<file path="src/design/link_settings.svh">
`ifndef LINK_SETTINGS_SVH
`define LINK_SETTINGS_SVH

// Word widths
`define LINK_AW_WIDTH      47
`define LINK_W_WIDTH       39
`define LINK_B_WIDTH       4
`define LINK_PHY_WIDTH     96
`define LINK_CREDIT_WIDTH  8
`define LINK_DELAY_WIDTH   16

// Receive FIFO depth for B
`define LINK_B_DEPTH       8

// Outgoing PHY word layout
`define LINK_PHY_AW_PUSH   0
`define LINK_PHY_AW_LSB    1
`define LINK_PHY_W_PUSH    48
`define LINK_PHY_W_LSB     49
`define LINK_PHY_B_CREDIT  88

// Incoming PHY word layout
`define LINK_PHY_B_PUSH    0
`define LINK_PHY_B_LSB     1
`define LINK_PHY_AW_CREDIT 5
`define LINK_PHY_W_CREDIT  6

`endif
</file>
<file path="src/design/link_pkg.sv">
`include "link_settings.svh"

package link_pkg;

  //////////////////////////////
  // Link word types
  //////////////////////////////

  // {id, size, len, burst, addr}
  typedef logic [`LINK_AW_WIDTH-1:0] aw_word_t;

  // {id, data, strb, last}
  typedef logic [`LINK_W_WIDTH-1:0] w_word_t;

  // {id, resp}
  typedef logic [`LINK_B_WIDTH-1:0] b_word_t;

  typedef logic [`LINK_PHY_WIDTH-1:0] phy_word_t;

  //////////////////////////////
  // Control types
  //////////////////////////////

  typedef logic [`LINK_CREDIT_WIDTH-1:0] credit_t;
  typedef logic [`LINK_DELAY_WIDTH-1:0] delay_t;

  // Link bring-up states
  typedef enum logic [1:0] {
    offline,
    holding,
    online
  } sync_state_t;

endpackage

</file>
<file path="src/design/phy_lane_if.sv">
// Link channels as seen at the PHY framer
interface phy_lane_if;

  // Transmit channels toward the far side
  logic                aw_push;
  link_pkg::aw_word_t  aw_data;
  logic                w_push;
  link_pkg::w_word_t   w_data;

  // Credits coming back for our transmit channels
  logic                aw_credit;
  logic                w_credit;

  // Receive channel and its credit return
  logic                b_push;
  link_pkg::b_word_t   b_data;
  logic                b_credit;

  modport framer (
    input  aw_push, aw_data,
    input  w_push, w_data,
    input  b_credit,
    output aw_credit, w_credit,
    output b_push, b_data
  );

endinterface

</file>
<file path="src/design/axi_wr_link_top.sv">
`include "link_settings.svh"

module axi_wr_link_top (
  input  logic                clk_wr,
  input  logic                rst_n,

  // Link control
  input  logic                tx_online,
  input  logic                rx_online,
  input  link_pkg::delay_t    delay_value,
  input  link_pkg::credit_t   init_aw_credit,
  input  link_pkg::credit_t   init_w_credit,

  // PHY words
  output link_pkg::phy_word_t tx_phy,
  input  link_pkg::phy_word_t rx_phy,

  // AXI AW
  input  logic [1:0]          awid,
  input  logic [2:0]          awsize,
  input  logic [7:0]          awlen,
  input  logic [1:0]          awburst,
  input  logic [31:0]         awaddr,
  input  logic                awvalid,
  output logic                awready,

  // AXI W
  input  logic [1:0]          wid,
  input  logic [31:0]         wdata,
  input  logic [3:0]          wstrb,
  input  logic                wlast,
  input  logic                wvalid,
  output logic                wready,

  // AXI B
  output logic [1:0]          bid,
  output logic [1:0]          bresp,
  output logic                bvalid,
  input  logic                bready
);

  logic               link_up;
  link_pkg::aw_word_t aw_word;
  link_pkg::w_word_t  w_word;
  link_pkg::b_word_t  b_word;

  phy_lane_if u_lane ();

  //////////////////////////////
  // Field packing
  //////////////////////////////

  assign aw_word     = {awid, awsize, awlen, awburst, awaddr};
  assign w_word      = {wid, wdata, wstrb, wlast};
  assign {bid, bresp} = b_word;

  online_sync u_sync (
    .clk_wr      (clk_wr),
    .rst_n       (rst_n),
    .tx_online   (tx_online),
    .rx_online   (rx_online),
    .delay_value (delay_value),
    .link_up     (link_up)
  );

  //////////////////////////////
  // Link channels
  //////////////////////////////

  ll_transmit #(.WIDTH(`LINK_AW_WIDTH)) u_tx_aw (
    .clk_wr        (clk_wr),
    .rst_n         (rst_n),
    .link_up       (link_up),
    .init_credit   (init_aw_credit),
    .user_valid    (awvalid),
    .user_data     (aw_word),
    .user_ready    (awready),
    .push          (u_lane.aw_push),
    .data          (u_lane.aw_data),
    .credit_return (u_lane.aw_credit)
  );

  ll_transmit #(.WIDTH(`LINK_W_WIDTH)) u_tx_w (
    .clk_wr        (clk_wr),
    .rst_n         (rst_n),
    .link_up       (link_up),
    .init_credit   (init_w_credit),
    .user_valid    (wvalid),
    .user_data     (w_word),
    .user_ready    (wready),
    .push          (u_lane.w_push),
    .data          (u_lane.w_data),
    .credit_return (u_lane.w_credit)
  );

  ll_receive #(.WIDTH(`LINK_B_WIDTH), .DEPTH(`LINK_B_DEPTH)) u_rx_b (
    .clk_wr     (clk_wr),
    .rst_n      (rst_n),
    .link_up    (link_up),
    .push       (u_lane.b_push),
    .data       (u_lane.b_data),
    .user_valid (bvalid),
    .user_data  (b_word),
    .user_ready (bready),
    .credit     (u_lane.b_credit)
  );

  phy_framer u_framer (
    .clk_wr  (clk_wr),
    .rst_n   (rst_n),
    .link_up (link_up),
    .lane    (u_lane),
    .tx_phy  (tx_phy),
    .rx_phy  (rx_phy)
  );

endmodule

</file>
<file path="src/design/phy_framer.sv">
`include "link_settings.svh"

module phy_framer (
  input  logic                clk_wr,
  input  logic                rst_n,
  input  logic                link_up,
  phy_lane_if.framer          lane,
  output link_pkg::phy_word_t tx_phy,
  input  link_pkg::phy_word_t rx_phy
);

  link_pkg::phy_word_t tx_next;

  //////////////////////////////
  // Outgoing word
  //////////////////////////////

  // Data fields stay zero unless their push bit is set
  always_comb begin
    tx_next = '0;
    tx_next[`LINK_PHY_AW_PUSH] = lane.aw_push;
    if (lane.aw_push) begin
      tx_next[`LINK_PHY_AW_LSB +: `LINK_AW_WIDTH] = lane.aw_data;
    end
    tx_next[`LINK_PHY_W_PUSH] = lane.w_push;
    if (lane.w_push) begin
      tx_next[`LINK_PHY_W_LSB +: `LINK_W_WIDTH] = lane.w_data;
    end
    tx_next[`LINK_PHY_B_CREDIT] = lane.b_credit;
  end

  always_ff @(posedge clk_wr) begin
    if (!rst_n || !link_up) begin
      tx_phy <= '0;
    end else begin
      tx_phy <= tx_next;
    end
  end

  //////////////////////////////
  // Incoming word
  //////////////////////////////

  // Pulses are dropped while the link is down
  always_ff @(posedge clk_wr) begin
    if (!rst_n || !link_up) begin
      lane.b_push    <= 1'b0;
      lane.b_data    <= '0;
      lane.aw_credit <= 1'b0;
      lane.w_credit  <= 1'b0;
    end else begin
      lane.b_push    <= rx_phy[`LINK_PHY_B_PUSH];
      lane.b_data    <= rx_phy[`LINK_PHY_B_LSB +: `LINK_B_WIDTH];
      lane.aw_credit <= rx_phy[`LINK_PHY_AW_CREDIT];
      lane.w_credit  <= rx_phy[`LINK_PHY_W_CREDIT];
    end
  end

endmodule

</file>
<file path="src/design/ll_receive.sv">
module ll_receive #(
  parameter int WIDTH = 8,
  parameter int DEPTH = 8
) (
  input  logic             clk_wr,
  input  logic             rst_n,
  input  logic             link_up,

  // Link side
  input  logic             push,
  input  logic [WIDTH-1:0] data,

  // User side
  output logic             user_valid,
  output logic [WIDTH-1:0] user_data,
  input  logic             user_ready,

  // One pulse per popped entry
  output logic             credit
);

  localparam int PTR_W = (DEPTH > 1) ? $clog2(DEPTH) : 1;
  localparam int CNT_W = $clog2(DEPTH + 1);

  logic [WIDTH-1:0] mem [DEPTH];
  logic [PTR_W-1:0] wr_ptr;
  logic [PTR_W-1:0] rd_ptr;
  logic [CNT_W-1:0] count;
  logic             pop;

  // Circular pointer advance
  function automatic logic [PTR_W-1:0] next_ptr(input logic [PTR_W-1:0] ptr);
    if (ptr == PTR_W'(DEPTH - 1)) begin
      return '0;
    end
    return ptr + PTR_W'(1);
  endfunction

  assign user_valid = (count != '0);
  assign user_data  = mem[rd_ptr];
  assign pop        = user_valid && user_ready;

  //////////////////////////////
  // Storage
  //////////////////////////////

  always_ff @(posedge clk_wr) begin
    if (push && link_up) begin
      mem[wr_ptr] <= data;
    end
  end

  //////////////////////////////
  // Pointers, occupancy, credit
  //////////////////////////////

  always_ff @(posedge clk_wr) begin
    if (!rst_n || !link_up) begin
      // Flush everything while the link is down
      wr_ptr <= '0;
      rd_ptr <= '0;
      count  <= '0;
      credit <= 1'b0;
    end else begin
      if (push) begin
        wr_ptr <= next_ptr(wr_ptr);
      end
      if (pop) begin
        rd_ptr <= next_ptr(rd_ptr);
      end
      case ({push, pop})
        2'b10:   count <= count + CNT_W'(1);
        2'b01:   count <= count - CNT_W'(1);
        default: count <= count;
      endcase
      credit <= pop;
    end
  end

endmodule

</file>
<file path="src/design/ll_transmit.sv">
module ll_transmit #(
  parameter int WIDTH = 8
) (
  input  logic              clk_wr,
  input  logic              rst_n,
  input  logic              link_up,
  input  link_pkg::credit_t init_credit,

  // User side
  input  logic              user_valid,
  input  logic [WIDTH-1:0]  user_data,
  output logic              user_ready,

  // Link side
  output logic              push,
  output logic [WIDTH-1:0]  data,
  input  logic              credit_return
);

  link_pkg::credit_t credit_cnt;
  logic              accept;

  // Far side has room for at least one more word
  assign user_ready = link_up && (credit_cnt != '0);
  assign accept     = user_valid && user_ready;

  //////////////////////////////
  // Credit counter
  //////////////////////////////

  always_ff @(posedge clk_wr) begin
    if (!rst_n) begin
      credit_cnt <= '0;
    end else if (!link_up) begin
      credit_cnt <= init_credit;
    end else begin
      case ({accept, credit_return})
        2'b10:   credit_cnt <= credit_cnt - link_pkg::credit_t'(1);
        2'b01:   credit_cnt <= credit_cnt + link_pkg::credit_t'(1);
        default: credit_cnt <= credit_cnt;  // idle, or send and return cancel
      endcase
    end
  end

  //////////////////////////////
  // Push register
  //////////////////////////////

  always_ff @(posedge clk_wr) begin
    if (!rst_n) begin
      push <= 1'b0;
    end else begin
      push <= accept;
    end
  end

  always_ff @(posedge clk_wr) begin
    if (accept) begin
      data <= user_data;
    end
  end

endmodule

</file>
<file path="src/design/online_sync.sv">
module online_sync (
  input  logic             clk_wr,
  input  logic             rst_n,
  input  logic             tx_online,
  input  logic             rx_online,
  input  link_pkg::delay_t delay_value,
  output logic             link_up
);

  link_pkg::sync_state_t state;
  link_pkg::delay_t      hold_cnt;
  link_pkg::delay_t      next_cnt;
  logic                  both_online;

  assign both_online = tx_online && rx_online;
  assign next_cnt    = hold_cnt + link_pkg::delay_t'(1);

  // Count of consecutive cycles with both sides online
  always_ff @(posedge clk_wr) begin
    if (!rst_n || !both_online) begin
      state    <= link_pkg::offline;
      hold_cnt <= '0;
    end else begin
      case (state)
        link_pkg::offline: begin
          hold_cnt <= link_pkg::delay_t'(1);
          // Zero or one cycle of hold-off goes straight up
          if (delay_value <= link_pkg::delay_t'(1)) begin
            state <= link_pkg::online;
          end else begin
            state <= link_pkg::holding;
          end
        end
        link_pkg::holding: begin
          hold_cnt <= next_cnt;
          if (next_cnt >= delay_value) begin
            state <= link_pkg::online;
          end
        end
        default: begin
          state <= link_pkg::online;
        end
      endcase
    end
  end

  assign link_up = (state == link_pkg::online);

endmodule

</file>
<file path="config.mk">
export PLATFORM = sky130hd
export DESIGN_NAME = axi_wr_link_top
export DESIGN_NICKNAME = d
export VERILOG_FILES = /design/src/design/link_pkg.sv /design/src/design/phy_lane_if.sv /design/src/design/axi_wr_link_top.sv /design/src/design/phy_framer.sv /design/src/design/ll_receive.sv /design/src/design/ll_transmit.sv /design/src/design/online_sync.sv
export VERILOG_INCLUDE_DIRS = /design/src /design/src/design
export SDC_FILE = /design/constraint.sdc
export NUM_CORES = 1
export LEC_CHECK = 0
export BUFFER_PORTS_ARGS = -buffer_cell sky130_fd_sc_hd__buf_2
export CAP_MARGIN = 20
export CORE_MARGIN = 3
export CORE_UTILIZATION = 45
export DETAILED_ROUTE_END_ITERATION = 10
export PLACE_DENSITY = 0.77
export REMOVE_ABC_BUFFERS = 1
export SLEW_MARGIN = 20
export SYNTH_ARGS = -nofsm -noshare
export SYNTH_HDL_FRONTEND = slang
export SYNTH_HIERARCHICAL = 1
export SYNTH_SLANG_ARGS = --single-unit
</file>
<file path="constraint.sdc">
create_clock -name clk_wr -period 7.8 [get_ports clk_wr]
set_clock_uncertainty 0.1 [all_clocks]
set_input_delay 0.78 -clock clk_wr [delete_from_list [all_inputs] [get_ports clk_wr]]
set_output_delay 0.78 -clock clk_wr [all_outputs]
set_load 0.01 [all_outputs]
</file>
==> flow_summary.yaml <==
outcome:
  status: "finished, final reports clean"
timing:
  period_needed_ps: 3520
  slew-limit-headroom: 0.523
  timing.hold.ws_ps: 310
  period_share: 0.451
  worst_slack_ps: 4280
  tightest_slew_ps: 697
  tns_ps: 0
  hold_viol_final: 0
  rsz0062_at_grt: "no"
  fmax_mhz: 284
  setup_viol: 0
  slew_viol_final: 0
die:
  start_util: 0.462
  dieArea_um2: 25300
  core_area_um2: 22800
  die_w_um: 159
  fp.dieH_um: 159
  io_pins: 324
  num_rows: 55
logic_synthesis:
  synth_cells: 819
  ys_seq_area_frac: 0.612
  synth_area_leaders: "edfxtp_1 (34%), dfxtp_1 (28%), and4_1 (7.2%)"
  async_flop_share: 0
  synth_seq_cells: 264
  yosysTopAreaCellShare: 0.335
  synth_warnings: 6
  synth_ff_type: "dfxtp_1"
  avgSynthCellArea_um2: 12.9
  ys_types: 71
  synth_top_cell_by_area: "edfxtp_1"
  synthesis.area_um2: 10600
  synth_edf_count: 118
critical_path:
  crit_top_cell: "a21oi_1"
  slowest_stage: "buf_4"
  start_kind: "flip-flop"
  critPathLaunch: "u_sync/state[1]"
  r2r_end: "u_tx_aw/credit_cnt[7]"
  reg2reg_setup_slack_ps: 4280
  worstPathRequired_ps: 8110
  rr_worst_depth: 13
  cp.arrival_ps: 3830
  path_delay_family: "compound AO/OA/AOI/OAI gates"
  crit_path_end: "u_tx_aw/credit_cnt[7]"
  crit_chain: "buf_4 > nor2b_4 > buf_4 > nand2_1 > a21oi_4 > nand2b_1 > ha_1 > a21oi_1 > o21ai_0 > a21oi_1 > xnor2_1 > a21oi_1 > o21bai_1"
  worstSetupPathType: "reg -> reg"
  path_depth: 13
  path_max_fanout: 59
  max_stage_delay_ps: 450
  end_kind: "flip-flop"
  critical_path_buf_inv_count: 2
  timing.rr.start: "u_sync/state[1]"
layout:
  layout_common_cells: "buf_2 (227), dfxtp_1 (145), edfxtp_1 (118)"
  area_delta_synth_final_pct: 20.5
  finalNonFillerCells: 1365
  mostFrequentLayoutCell: "buf_2"
  final_util: 0.557
  n_fill_cell: 1928
  layout-drive-gt1-share: 0.297
  final_nets: 1289
drt:
  first_pass_iters: 6
  wl_per_cell_um: 16.6
  drc: 0
  drt_iter0_drc: 300
  vias: 7075
  avgViaCountPerCell: 5.18
  ant_nets: 0
  routed_wl_um: 22700
worst_hold_path:
  hp-start: "awlen[0]"
  worstHoldPathType: "in -> reg"
place:
  pre_cts_slack_ps: 4330
  dp_cells: 1311
  portBuffers: 227
  dp_hpwl_um: 15200
  gp_congestion: 0.799
global_route:
  grt_pass1_wl_um: 36100
  grt_overflow: 0
  grt_use_total: 0.172
  grt_start_max_net_pins: 79
  grt_pass1_vias: 7120
  antenna_found_initial: 7
cts:
  cts.sinks: 264
  cts_setup_buffers: 0
  clk_latency_ps: 540
  cts_root_buf: "clkbuf_16"
  cts_tree: "yes"
  cts.path.max_buffers: 3
  cts_hold_buf: 0
  path_clk_slew_ps: 60
  cts_resized: 0
  htreeDepth: 1
  cts_buffers: 28
job:
  drv_cap: 0
power_and_ir_drop:
  leakage_nw: 5.25
  power_density_nw_per_um2: 223
  vdd_ir_drop_max_mv: 0.210
state kept, by name, summed over array words and instances (netlist names), named ones only:
register / flops
u_framer/lane.b_push: 1
u_rx_b/rd_ptr: 3
u_rx_b/count: 4
u_framer/tx_phy: 89
u_framer/lane.w_credit: 1
u_tx_w/data: 39
u_tx_aw/credit_cnt: 8
u_framer/lane.aw_credit: 1
u_rx_b/mem: 32
u_rx_b/credit: 1
u_sync/hold_cnt: 16
u_sync/state: 2
u_rx_b/wr_ptr: 3
u_framer/lane.b_data: 4
u_tx_w/push: 1
u_tx_aw/push: 1
u_tx_w/credit_cnt: 8
u_tx_aw/data: 47
routing by layer:
metal | GRT usage | vias to the layer above | part of all wire
li1 | - | 3471 | -
met1 | 0.204 | 3312 | 0.41
met2 | 0.296 | 216 | 0.48
met3 | 0.0588 | 64 | 0.080
met4 | 0.0513 | 12 | 0.028
met5 | 0 | - | 0.0039
power by group:
part / internal, mW / leakage, nW / switching, mW / total [mW]
combinational: 0.0564 / 2.62 / 0.0618 / 0.118
clock: 0.748 / 0.431 / 0.521 / 1.27
sequential: 1.45 / 2.19 / 0.00904 / 1.46
total: 2.25 / 5.25 / 0.592 / 2.84
logic make-up (layout without fill, tap and decap cells):
logic type                 count (synthesis)  after routing  synth area share
other                                      1              9          0.000355
muxes                                     28             28            0.0366
xor gates and xnor gates                  34             34            0.0317
DFF                                      264            264             0.612
adders and majority gates                 40             40            0.0488
and+or+nand+nor                          256            256             0.158
AOI/OAI and AO/OA                        112            112            0.0701
buffers and inverters                     84            309            0.0425
metrics by stage:
step                instance area [µm²]  power (mW)
floorplan                         10200        1.55
global placement                  11800        1.60
detailed placement                11800        1.61
CTS                               12700        2.89
global route                      12700        2.95
finish                            12700        2.84
how the worst min path moves through the flow:
stage,slack (ps),depth (start not counted),endpoint
floorplan,340,1,u_framer/tx_phy[88]
global route,280,1,u_tx_aw/data[15]
detailed placement,390,1,u_framer/tx_phy[88]
CTS,280,1,u_tx_aw/data[30]
global placement,370,2,u_rx_b/rd_ptr[1]
finish,310,1,u_tx_aw/data[34]
cells in the mapped netlist (all sizes together), types with 3 or more instances:
| library cell | number |
|---|---|
| xnor2 | 19 |
| buf | 33 |
| a21oi | 35 |
| nor2 | 32 |
| nor4 | 8 |
| nand2b | 6 |
| nand3 | 16 |
| clkbuf | 29 |
| nor2b | 3 |
| and2 | 4 |
| o21a | 4 |
| mux2 | 5 |
| a21o | 5 |
| nand4 | 4 |
| mux4 | 8 |
| and4 | 90 |
| mux2i | 15 |
| a31oi | 7 |
| ha | 38 |
| dfxtp | 146 |
| or3 | 4 |
| nand2 | 53 |
| and3 | 19 |
| a22oi | 4 |
| o21bai | 5 |
| edfxtp | 118 |
| o211a | 4 |
| inv | 22 |
| o21ai | 20 |
| nor3 | 9 |
| xor2 | 15 |
| o211ai | 3 |
| a21boi | 5 |
layout make-up:
| class | instances | area [µm²] | share of cell area |
|---|---|---|---|
| Clock inverter | 9 | 88.8 | 0.00698 |
| Timing Repair Buffer | 235 | 1200 | 0.0939 |
| Tap cell | 313 | 392 | 0.0308 |
| Clock buffer | 43 | 808 | 0.0635 |
| Sequential cell | 264 | 6470 | 0.508 |
| Multi-Input combinational cell | 477 | 3690 | 0.290 |
| Inverter | 22 | 82.6 | 0.00649 |
| Antenna cell | 2 | 5.00 | 0.000393 |
(Power assumes the default switching activity.)
